--- src/design/la_pkg.sv ---
package la_pkg;

  // capture buffer geometry
  localparam int DEPTH  = 256;
  localparam int ADDR_W = 8;

  // host flow control
  localparam int CREDIT_MAX = 4;
  localparam int CREDIT_W   = $clog2(CREDIT_MAX + 1);

  // key handling
  localparam int DEBOUNCE_CYCLES = 16;
  localparam int DEB_W           = $clog2(DEBOUNCE_CYCLES + 1);
  localparam int VIEW_STEP       = 16;

  // trigger mode codes, anything above MODE_ANY fires at once
  localparam logic [2:0] MODE_HIGH = 3'd0;
  localparam logic [2:0] MODE_LOW  = 3'd1;
  localparam logic [2:0] MODE_RISE = 3'd2;
  localparam logic [2:0] MODE_FALL = 3'd3;
  localparam logic [2:0] MODE_ANY  = 3'd4;

  // sample period per freq_sel, 2**sel cycles
  localparam int DIV_W = 16;
  localparam logic [DIV_W-1:0] DIV_TABLE [16] = '{
    16'd1,    16'd2,    16'd4,     16'd8,
    16'd16,   16'd32,   16'd64,    16'd128,
    16'd256,  16'd512,  16'd1024,  16'd2048,
    16'd4096, 16'd8192, 16'd16384, 16'd32768
  };

  typedef struct packed {
    logic [1:0] rsvd;
    logic [2:0] lanes;  // bit 5 is the watched lane
    logic [2:0] pad;
  } spi_view_t;

  // one sample byte, seen raw or as spi lanes
  typedef union packed {
    logic [7:0] raw;
    spi_view_t  spi;
  } la_sample_u;

  typedef struct packed {
    logic [2:0]        chn;     // bit of raw word under watch
    logic [2:0]        mode;
    logic [ADDR_W-1:0] pre_num;
  } trig_cfg_t;

  typedef struct packed {
    logic [ADDR_W-1:0] index;   // position in stream
    la_sample_u        sample;
  } rd_beat_t;

endpackage

--- src/design/freq_div.sv ---
`timescale 1ns/10ps

module freq_div (
  input  logic       i_sys_clk,
  input  logic       i_reset,
  input  logic [3:0] i_freq_sel,
  output logic       o_clken
);
  import la_pkg::*;

  logic [DIV_W-1:0] cnt;
  logic [DIV_W-1:0] last;
  logic [3:0]       sel_q;  // rate of the running period

  assign last    = DIV_TABLE[sel_q] - 1'b1;
  assign o_clken = !i_reset && (cnt == last);  // quiet while in reset

  always_ff @(posedge i_sys_clk) begin
    if (i_reset) begin
      cnt   <= '0;
      sel_q <= i_freq_sel;
    end else if (o_clken) begin
      cnt   <= '0;
      sel_q <= i_freq_sel;  // new rate only picked up on wrap
    end else begin
      cnt <= cnt + 1'b1;
    end
  end

endmodule

--- src/design/key_filter.sv ---
`timescale 1ns/10ps

module key_filter (
  input  logic i_sys_clk,
  input  logic i_reset,
  input  logic i_key,         // active low
  output logic o_press_flag
);
  import la_pkg::*;

  logic [1:0]       key_sync;
  logic             key_low;
  logic [DEB_W-1:0] low_cnt;

  assign key_low = ~key_sync[1];

  always_ff @(posedge i_sys_clk) begin
    if (i_reset) begin
      key_sync     <= 2'b11;  // released
      low_cnt      <= '0;
      o_press_flag <= 1'b0;
    end else begin
      key_sync     <= {key_sync[0], i_key};
      o_press_flag <= 1'b0;
      if (!key_low) begin
        low_cnt <= '0;  // bounce or release restarts the count
      end else if (low_cnt != DEB_W'(DEBOUNCE_CYCLES)) begin
        low_cnt <= low_cnt + 1'b1;
        // one flag per press, counter then parks until release
        if (low_cnt == DEB_W'(DEBOUNCE_CYCLES - 1)) begin
          o_press_flag <= 1'b1;
        end
      end
    end
  end

endmodule

--- src/design/sample_ctrl.sv ---
`timescale 1ns/10ps

module sample_ctrl (
  input  logic                      i_sys_clk,
  input  logic                      i_reset,
  input  logic                      i_clken,
  input  logic                      i_trigger_en,
  input  la_pkg::trig_cfg_t         i_cfg,
  input  la_pkg::la_sample_u        i_sample,
  output logic                      o_wr_en,
  output logic [la_pkg::ADDR_W-1:0] o_wr_addr,
  output la_pkg::la_sample_u        o_wr_data,
  output logic [la_pkg::ADDR_W-1:0] o_start_addr,
  output logic                      o_finished
);
  import la_pkg::*;

  typedef enum logic [2:0] {
    S_IDLE,
    S_PRE,
    S_WAIT,
    S_POST,
    S_DONE
  } state_t;

  state_t            state;
  trig_cfg_t         cfg_q;     // setup latched at arm
  la_sample_u        prev;      // last sampled word, for edges
  logic [ADDR_W-1:0] wr_ptr;
  logic [ADDR_W:0]   cnt;       // pre count, then post count
  logic [ADDR_W:0]   cnt_inc;
  logic [ADDR_W:0]   post_len;
  logic              capturing;
  logic              cur_bit;
  logic              old_bit;
  logic              hit;

  assign cnt_inc   = cnt + 1'b1;
  assign post_len  = (ADDR_W+1)'(DEPTH) - {1'b0, cfg_q.pre_num};
  assign capturing = (state == S_PRE) || (state == S_WAIT) || (state == S_POST);

  assign cur_bit = i_sample.raw[cfg_q.chn];
  assign old_bit = prev.raw[cfg_q.chn];

  // trigger condition on current vs previous sample
  always_comb begin
    case (cfg_q.mode)
      MODE_HIGH: hit = cur_bit;
      MODE_LOW:  hit = ~cur_bit;
      MODE_RISE: hit = cur_bit & ~old_bit;
      MODE_FALL: hit = ~cur_bit & old_bit;
      MODE_ANY:  hit = cur_bit ^ old_bit;
      default:   hit = 1'b1;  // immediate
    endcase
  end

  always_ff @(posedge i_sys_clk) begin
    if (i_reset) begin
      state        <= S_IDLE;
      cfg_q        <= '0;
      prev         <= '0;
      wr_ptr       <= '0;
      cnt          <= '0;
      o_wr_en      <= 1'b0;
      o_start_addr <= '0;
      o_finished   <= 1'b0;
    end else begin
      o_wr_en <= i_clken & capturing;  // write lands one cycle after clken
      if (i_clken) begin
        prev <= i_sample;
      end

      if (i_trigger_en) begin
        cfg_q      <= i_cfg;
        wr_ptr     <= '0;
        cnt        <= '0;
        o_finished <= 1'b0;
        state      <= (i_cfg.pre_num == '0) ? S_WAIT : S_PRE;
      end else begin
        case (state)
          S_PRE: begin
            if (i_clken) begin
              wr_ptr <= wr_ptr + 1'b1;
              cnt    <= cnt_inc;
              if (cnt_inc >= {1'b0, cfg_q.pre_num}) begin
                state <= S_WAIT;
              end
            end
          end

          S_WAIT: begin
            if (i_clken) begin
              wr_ptr <= wr_ptr + 1'b1;  // ring keeps the newest pre samples
              if (hit) begin
                o_start_addr <= wr_ptr - cfg_q.pre_num;
                cnt          <= (ADDR_W+1)'(1);  // trigger sample counts as post
                state        <= (post_len == (ADDR_W+1)'(1)) ? S_DONE : S_POST;
              end
            end
          end

          S_POST: begin
            if (i_clken) begin
              wr_ptr <= wr_ptr + 1'b1;
              cnt    <= cnt_inc;
              if (cnt_inc == post_len) begin
                state <= S_DONE;
              end
            end
          end

          S_DONE: o_finished <= 1'b1;  // last write is in this cycle

          default: state <= S_IDLE;
        endcase
      end
    end
  end

  // write payload
  always_ff @(posedge i_sys_clk) begin
    if (i_clken) begin
      o_wr_addr <= wr_ptr;
      o_wr_data <= i_sample;
    end
  end

endmodule

--- src/design/capture_ram.sv ---
`timescale 1ns/10ps

module capture_ram (
  input  logic                      i_sys_clk,
  input  logic                      i_wr_en,
  input  logic [la_pkg::ADDR_W-1:0] i_wr_addr,
  input  la_pkg::la_sample_u        i_wr_data,
  input  logic [la_pkg::ADDR_W-1:0] i_rd_addr,
  output la_pkg::la_sample_u        o_rd_data
);
  import la_pkg::*;

  la_sample_u mem [DEPTH];

  always_ff @(posedge i_sys_clk) begin
    if (i_wr_en) begin
      mem[i_wr_addr] <= i_wr_data;
    end
    o_rd_data <= mem[i_rd_addr];  // one cycle read latency
  end

endmodule

--- src/design/la_readout.sv ---
`timescale 1ns/10ps

module la_readout (
  input  logic                      i_sys_clk,
  input  logic                      i_reset,
  input  logic                      i_finished,
  input  logic [la_pkg::ADDR_W-1:0] i_start_addr,
  input  logic                      i_trigger_en,
  input  logic                      i_left,
  input  logic                      i_right,
  input  logic                      i_credit,
  output logic [la_pkg::ADDR_W-1:0] o_rd_addr,
  input  la_pkg::la_sample_u        i_rd_data,
  output logic                      o_rd_valid,
  output la_pkg::rd_beat_t          o_rd_beat
);
  import la_pkg::*;

  logic [CREDIT_W-1:0] credits;
  logic [ADDR_W-1:0]   offset;     // view window shift
  logic [ADDR_W-1:0]   rd_idx;     // next entry to fetch
  logic [ADDR_W-1:0]   beat_idx;   // index of the read in flight
  logic [ADDR_W-1:0]   step_r;
  logic [ADDR_W-1:0]   step_l;
  logic                fin_q;
  logic                streaming;
  logic                busy;
  logic                issue;

  // the read in flight already owns one of the held credits
  assign issue     = streaming & (credits > CREDIT_W'(o_rd_valid));
  assign busy      = streaming | o_rd_valid;
  assign o_rd_addr = i_start_addr + offset + rd_idx;
  assign step_r    = i_right ? ADDR_W'(VIEW_STEP) : '0;
  assign step_l    = i_left ? ADDR_W'(VIEW_STEP) : '0;

  assign o_rd_beat.index  = beat_idx;
  assign o_rd_beat.sample = i_rd_data;

  always_ff @(posedge i_sys_clk) begin
    if (i_reset) begin
      credits    <= '0;
      offset     <= '0;
      rd_idx     <= '0;
      fin_q      <= 1'b0;
      streaming  <= 1'b0;
      o_rd_valid <= 1'b0;
    end else begin
      fin_q      <= i_finished;
      o_rd_valid <= issue;  // data back from ram next cycle
      credits    <= credits + CREDIT_W'(i_credit) - CREDIT_W'(o_rd_valid);

      if (i_trigger_en) begin
        offset    <= '0;
        streaming <= 1'b0;
      end else if (i_finished && !fin_q) begin
        streaming <= 1'b1;
        rd_idx    <= '0;
      end else begin
        if (issue) begin
          rd_idx <= rd_idx + 1'b1;
          if (rd_idx == ADDR_W'(DEPTH - 1)) begin
            streaming <= 1'b0;  // last fetch issued
          end
        end
        if (!busy) begin
          offset <= offset + step_r - step_l;  // wraps mod DEPTH
        end
      end
    end
  end

  always_ff @(posedge i_sys_clk) begin
    if (issue) begin
      beat_idx <= rd_idx;
    end
  end

endmodule

--- src/design/top_analyser.sv ---
`timescale 1ns/10ps

module top_analyser (
  input  logic                      i_sys_clk,
  input  logic                      i_reset,
  input  logic                      i_key0,
  input  logic                      i_key1,
  input  logic [2:0]                i_spi_data,
  input  logic [7:0]                i_data_in,
  input  logic                      i_trigger_en,
  input  logic [la_pkg::ADDR_W-1:0] i_pre_num,
  input  logic [2:0]                i_cpu_chn_sel,
  input  logic [2:0]                i_cpu_mode_sel,
  input  logic [3:0]                i_freq_sel,
  input  logic                      i_spi_en,
  input  logic                      i_credit,
  output logic                      o_finished,
  output logic                      o_rd_valid,
  output la_pkg::rd_beat_t          o_rd_beat
);
  import la_pkg::*;

  la_sample_u        sample;
  trig_cfg_t         cfg;
  logic              clken;
  logic              wr_en;
  logic [ADDR_W-1:0] wr_addr;
  la_sample_u        wr_data;
  logic [ADDR_W-1:0] rd_addr;
  la_sample_u        rd_data;
  logic [ADDR_W-1:0] start_addr;
  logic              left_shift;
  logic              right_shift;

  // source and trigger select
  always_comb begin
    sample      = '0;
    cfg.pre_num = i_pre_num;
    if (i_spi_en) begin
      sample.spi.lanes = i_spi_data;
      cfg.chn          = 3'd5;       // top lane
      cfg.mode         = MODE_FALL;
    end else begin
      sample.raw = i_data_in;
      cfg.chn    = i_cpu_chn_sel;
      cfg.mode   = i_cpu_mode_sel;
    end
  end

  freq_div u_freq_div (
    .i_sys_clk  (i_sys_clk),
    .i_reset    (i_reset),
    .i_freq_sel (i_freq_sel),
    .o_clken    (clken)
  );

  key_filter u0_key_filter (
    .i_sys_clk    (i_sys_clk),
    .i_reset      (i_reset),
    .i_key        (i_key0),
    .o_press_flag (left_shift)
  );

  key_filter u1_key_filter (
    .i_sys_clk    (i_sys_clk),
    .i_reset      (i_reset),
    .i_key        (i_key1),
    .o_press_flag (right_shift)
  );

  sample_ctrl u_sample_ctrl (
    .i_sys_clk    (i_sys_clk),
    .i_reset      (i_reset),
    .i_clken      (clken),
    .i_trigger_en (i_trigger_en),
    .i_cfg        (cfg),
    .i_sample     (sample),
    .o_wr_en      (wr_en),
    .o_wr_addr    (wr_addr),
    .o_wr_data    (wr_data),
    .o_start_addr (start_addr),
    .o_finished   (o_finished)
  );

  capture_ram u_capture_ram (
    .i_sys_clk (i_sys_clk),
    .i_wr_en   (wr_en),
    .i_wr_addr (wr_addr),
    .i_wr_data (wr_data),
    .i_rd_addr (rd_addr),
    .o_rd_data (rd_data)
  );

  la_readout u_la_readout (
    .i_sys_clk    (i_sys_clk),
    .i_reset      (i_reset),
    .i_finished   (o_finished),
    .i_start_addr (start_addr),
    .i_trigger_en (i_trigger_en),
    .i_left       (left_shift),
    .i_right      (right_shift),
    .i_credit     (i_credit),
    .o_rd_addr    (rd_addr),
    .i_rd_data    (rd_data),
    .o_rd_valid   (o_rd_valid),
    .o_rd_beat    (o_rd_beat)
  );

endmodule

--- config.mk ---
export PLATFORM = sky130hd
export DESIGN_NAME = top_analyser
export DESIGN_NICKNAME = d
export VERILOG_FILES = /design/src/design/la_pkg.sv /design/src/design/freq_div.sv /design/src/design/key_filter.sv /design/src/design/sample_ctrl.sv /design/src/design/capture_ram.sv /design/src/design/la_readout.sv /design/src/design/top_analyser.sv
export SDC_FILE = /design/constraint.sdc
export NUM_CORES = 2
export LEC_CHECK = 0
export BUFFER_PORTS_ARGS = -buffer_cell sky130_fd_sc_hd__buf_2
export CAP_MARGIN = 30
export CORE_ASPECT_RATIO = 2
export CORE_MARGIN = 4
export CORE_UTILIZATION = 30
export DETAILED_ROUTE_END_ITERATION = 8
export GPL_ROUTABILITY_DRIVEN = 0
export PLACE_DENSITY = 0.41
export SLEW_MARGIN = 20
export SYNTH_ARGS = -nofsm -noshare
export SYNTH_HDL_FRONTEND = slang
export SYNTH_SLANG_ARGS = --single-unit
export TNS_END_PERCENT = 10
--- constraint.sdc ---
create_clock -name i_sys_clk -period 12.7 [get_ports i_sys_clk]
set_clock_uncertainty 0.05 [all_clocks]
set_input_delay 2.54 -clock i_sys_clk [delete_from_list [all_inputs] [get_ports i_sys_clk]]
set_output_delay 2.54 -clock i_sys_clk [all_outputs]
set_load 0.01 [all_outputs]
# Word-level counts from Yosys, hierarchy flattened
# Memories as Yosys holds them, arrays and structs flattened. A register that Yosys moved wholly into a read port is not among the register bits.
# Cells that the tools add are included.
# classes
add_sub_neg	15
magnitude_cmp	4
n_eq_ne	26
muxes	38
bitwise_logic	14
n_reduce_logical	27
# ops
op	n
16-bit two-way mux	2
3-bit two-way mux	10
9-bit two-way mux	3
8-bit adder	3
9-bit one-hot mux with 2 select lines	1
16-bit by 1-bit adder with 16-bit output (second input constant)	1
8-bit by 1-bit adder with 8-bit output (second input constant)	2
16-bit == test	1
8-bit two-way mux	2
16-bit by 1-bit subtractor with 16-bit output (second input constant)	1
8-bit subtractor	2
3-bit by 2-bit == test with 1-bit output (second input constant)	4
3-bit by 2-bit inequality test with 1-bit output (second input constant)	4
3-bit one-hot mux with 4 select lines	1
5-bit by 1-bit adder with 5-bit output (second input constant)	2
5-bit by 4-bit == test with 1-bit output (second input constant)	2
5-bit two-way mux	2
5-bit inequality test (second input constant)	2
2-bit OR reduction	5
9-bit by 1-bit adder with 9-bit output (second input constant)	1
9-bit by 1-bit == test with 1-bit output (second input constant)	1
9-bit == test	1
9-bit by 8-bit greater-or-equal comparator with 1-bit output	1
1-bit two-way mux	9
other kinds (32)	61
# word_totals
regBits	134
mem_bits_rw	2048
rom_bits	256
out_inout_bits	18
word_cells	153
mem_count	2
# mem_list
name	depth	width	read_ports	rd_ports_with_merged_regs	write_ports	line	text
u_capture_ram.mem	256	8	1	1	1	capture_ram.sv:13	la_sample_u mem [DEPTH];
(name not given)	16	16	1	0	0	freq_div.sv:15	assign last = DIV_TABLE[sel_q] - 1'b1;

# Depth between registers and ports, before layout
# logic_depth
ltp_word	10
ltp_mapped	16
mapped_depth_nobuf	13

# By module
# Synthesis repeated with hierarchy kept, for this count alone.
# hier_totals
cells_unflattened	4540
hier_area_um2	87262.4
# modules_own_cells
module	n_inst	cells_each	area_per_inst_um2
capture_ram	1	3733	79556.3
sample_ctrl	1	379	3649.8
la_readout	1	187	1825.5
freq_div	1	162	1432.6
key_filter	2	32	341.6
top_analyser	1	15	115.1

# Worst setup path after synthesis
# Ideal clock, no wire load.
# synth_timing
path_kind	input port to flip-flop
start	in i_spi_en
end	reg u_sample_ctrl.o_start_addr[2] (netlist bit)
setup_ns	0.128
arrival_ns	5.298
required_ns	12.522
setup_slack_ns	7.224
cell_stages	15
path_cell_list	buf_2 > mux2_2 > mux4_2 > or2_0 > clkbuf_1 > nand2_1 > ha_1 > mux2i_1 > nand3b_1 > o211a_1 > nand2_1 > a2111oi_1 > buf_4 > mux2i_1 > nor2_1
# synth_lines
element	line	text
from (decl)	top_analyser.sv:15	input logic i_spi_en,
to (signal assigned)	sample_ctrl.sv:95	o_start_addr <= wr_ptr - cfg_q.pre_num;
to (decl)	sample_ctrl.sv:13	output logic [la_pkg::ADDR_W-1:0] o_start_addr,

# Worst setup path in the final report
# layout_timing
start	reg u_la_readout.rd_idx[0]
end	reg u_capture_ram.o_rd_data[1] (netlist bit), read port of u_capture_ram.mem
# layout_via
elab_chain_len	1
# layout_lines
element	line	text
from (decl)	la_readout.sv:21	logic [ADDR_W-1:0] rd_idx;
from (signal assigned)	la_readout.sv:61	rd_idx <= rd_idx + 1'b1;
8-bit adder	la_readout.sv:33	assign o_rd_addr = i_start_addr + offset + rd_idx;
to (decl)	capture_ram.sv:9	output la_pkg::la_sample_u o_rd_data
# Every way passes these cells.
# A chain may end at the register's enable or synchronous reset.

==> results.md <==
- Vias in the first global route: 45069
- Mapped Avg Cell Area: 20.4 sq um
- CP max stage delay: 790 ps
- Vias: 41493
- Slew margin rel.: 27.7%
- Antenna violations before repair: 4
- Area leader, netlist: edfxtp_1
- Worst setup path category: flip-flop to flip-flop
- TritonCTS Buffers: 204
- Gr ovfl total: 0
- # port buffers: 53
- Maximum clock path buffer count: 4
- Worst setup endpoint: u_capture_ram.o_rd_data[1]
- Drt total wl: 255000 um
- Area grow syn2layout: 14.3%
- RR Startpoint: u_la_readout.rd_idx[0]
- FF-to-FF End: u_capture_ram.o_rd_data[1]
- Sw Ratio: 19.8%
- Detailed Place HPWL: 165000 um
- Commonest non-fill, non-tap cell in the layout: edfxtp_1
- VDD IR-drop max: 0.101 mV
- Pleak: 29.8 nW
- Register area share after synthesis: 74.4%
- CTS tree: yes
- Synth cell types: 80
- Hold_buf cts: 0
- Pwr/cell area: 142 nW/um^2
- Setup TNS: 0 ps
- Fillers: 27309
- First-pass iteration count of the detailed router: 5
- Slew @ Worst Pin: 1080 ps
- Peak Freq: 185 MHz
- Final min period: 5400 ps
- Largest net degree at the start of global routing: 194
- I/O Pins: 54
- Hold Crit Class: flip-flop to flip-flop
- Root buf cell: clkbuf_16
- Max FO, Critical Path: 80
- Crit-path cells: ha_4 > buf_4 > buf_12 > mux4_2 > mux4_2 > nor2_1 > nor2_1 > o21ai_0 > o221ai_1 > a2bb2oi_1
- Worst reg2reg setup slack: 7300 ps
- Most frequent cells in the layout: edfxtp_1, mux4_2, nor2_1
- Status: finished clean
- Logic pwr share: 0.6%
- Final cycle utilization of the critical path: 42.5%
- Drt wl/cell: 30.4 um
- Ys Warns: 0
- Area share of the largest cell type after synthesis: 71.9%
- Post-synthesis register bit count: 2187
- Initial DRC Count: 2940
- First-pass GRT wire length: 360000 um
- Layout cells sized above 1: 26.0%
- Latest clock arrival within the worst-skew pair: 860 ps
- Nets: 4548
- Max Cap Viol: 0
- Synth area leaders: edfxtp_1, mux4_2, dfxtp_1
- Switching power: 2.78 mW
- Post-synth EDFFs: 2076
- Chip Width: 388 um
- CP endpoint kind: flip-flop
- Total track usage: 16.9%
- CP max-delay cell: ha_4
- Vias per cell: 4.94
- Post_cts resized: 0
- Slew Limit Fails: 0
- Count of standard-cell rows: 279
- Cells on worst reg2reg path: 10
- Post-Syn Instances: 4256
- Power share of the sequential group: 55.4%
- DRC: 0
- Die ar.: 298000 sq um
- Final hold vios: 0
- Syn_nets: 4347
- Depth of the CTS H-tree: 4
- Clk sinks: 2187
- Clk pwr share: 44.0%
- ANT nets after route: 0
- Initial core utilization: 30.1%
- Final setup vio count: 0
- Setup bufs post-CTS: 0
- WP data arrival: 6100 ps
- Pre-CTS WS: 6510 ps
- Worst endpoint required time: 13390 ps
- Worst Setup Start Kind: flip-flop
- Asr flop ratio synth: 0%
- Post-Syn Area: 86700 sq um
- Core area: 288000 sq um
- P_int: 11.3 mW
- RSZ-0062 raised after global routing: false
- Setup crit start: u_la_readout.rd_idx[0]
- Clock Pin Slew Worst Setup and Hold Paths: 70 ps
- Die height: 768 um
- Worst setup margin: 7300 ps
- Ys flop type: edfxtp_1
-- sequential cells by signal, summed over array words and instances, names as in the netlist, 3 cells and up --
register	count
u_capture_ram.mem	2048
u_freq_div.cnt	16
u_sample_ctrl.cfg_q	14
u_sample_ctrl.cnt	9
u_capture_ram.o_rd_data	8
u_la_readout.beat_idx	8
u_la_readout.rd_idx	8
u_sample_ctrl.o_start_addr	8
u_sample_ctrl.o_wr_addr	8
u_sample_ctrl.o_wr_data	8
u_sample_ctrl.prev	8
u_sample_ctrl.wr_ptr	8
u0_key_filter.low_cnt	5
u1_key_filter.low_cnt	5
u_la_readout.offset	5
u_freq_div.sel_q	4
u_la_readout.credits	3
u_sample_ctrl.state	3
-- worst max-delay path, delay by kind of cell (launching register included) --
| family | cells | cell delay [ps] |
|---|---|---|
| buffers and inverters | 2 | 1260 |
| adder cells (fa/ha/maj) | 1 | 790 |
| flip-flops | 1 | 390 |
| multiplexers | 2 | 1140 |
| AO/OA/AOI/OAI | 3 | 1330 |
| AND/OR/NAND/NOR | 2 | 200 |
-- through the flow --
step           area, sq um  hold WS (ps)  util [%]  std cells  power [mW]
2_1_floorplan        86700           339         -       4256        8.00
3_3_place_gp         91900           347      31.9       7970        8.03
3_5_place_dp         92500           349      32.1       8027        8.03
4_1_cts              98900           364      34.3       8381        14.2
5_1_grt              99100           380      34.4       8399        14.5
6_report             99100           359      34.4       8402        14.0
-- worst min-delay path by stage --
| stage | slack, ps | end | startpoint | cells after the start |
|---|---|---|---|---|
| after global routing | 380 | u0_key_filter.key_sync[1] | u0_key_filter.key_sync[0] | 1 |
| after floorplan | 340 | u0_key_filter.key_sync[1] | u0_key_filter.key_sync[0] | 1 |
| after CTS | 360 | u0_key_filter.key_sync[1] | u0_key_filter.key_sync[0] | 1 |
| final | 360 | u0_key_filter.key_sync[1] | u0_key_filter.key_sync[0] | 1 |
| after detailed placement | 350 | u0_key_filter.key_sync[1] | u0_key_filter.key_sync[0] | 1 |
| after global placement | 350 | u0_key_filter.key_sync[1] | u0_key_filter.key_sync[0] | 1 |
-- metal layers --
metal  share of wire [%]  track usage (%)
met1                  35             18.2
met2                  59             34.7
met3                 2.6             1.64
met4                 2.5             4.51
met5                   0                0
-- cell type report --
class	instances	area, sq um	area share, %
flip-flops and latches	2187	64600	65.1
multi-input cells	1780	21200	21.4
clock buffers	258	5430	5.48
well taps	3793	4750	4.79
repair buffers	233	1920	1.94
clock inverters	96	1040	1.04
inverters	51	191	0.193
diodes	4	10.0	0.0101
-- power groups by stage --
stage | clock, mW | sequential, mW | combinational (mW)
finish | 6.18 | 7.78 | 0.0848
global route | 6.63 | 7.78 | 0.0971
CTS | 6.36 | 7.78 | 0.0875
detailed placement | 0 | 7.94 | 0.0869
global placement | 0 | 7.94 | 0.0856
floorplan | 0 | 7.93 | 0.0676
-- Yosys cell counts, types with 7 or more instances --
cell      count
nand4_1      16
edfxtp_1   2076
a211oi_1      9
nand2b_1     20
buf_4         8
dfxtp_1     111
and3_1       19
a31oi_1      18
a21oi_1      47
nand2_1     152
a21o_1        9
ha_1         47
nand3_1      42
or3_1         9
xnor2_1      43
mux2i_1      64
mux4_2      627
fa_1          8
xor2_1       24
a311oi_1      7
nor3_1       44
buf_2        75
inv_1        51
nor4_1       17
or2_2         9
nor2_1      368
buf_1        12
clkbuf_1    142
o21ai_0      27
nor2b_1      31
-- cell families after synthesis --
| kind of cell | after synthesis | synth area share [%] |
|---|---|---|
| compound gates | 193 | 1.53 |
| xor+xnor | 67 | 0.676 |
| fa+ha+maj | 55 | 0.863 |
| buf+inv | 289 | 1.39 |
| flops | 2187 | 74.4 |
| mux | 698 | 17.1 |
| simple gates | 767 | 4.00 |
Power figures use the tool's default switching activity.
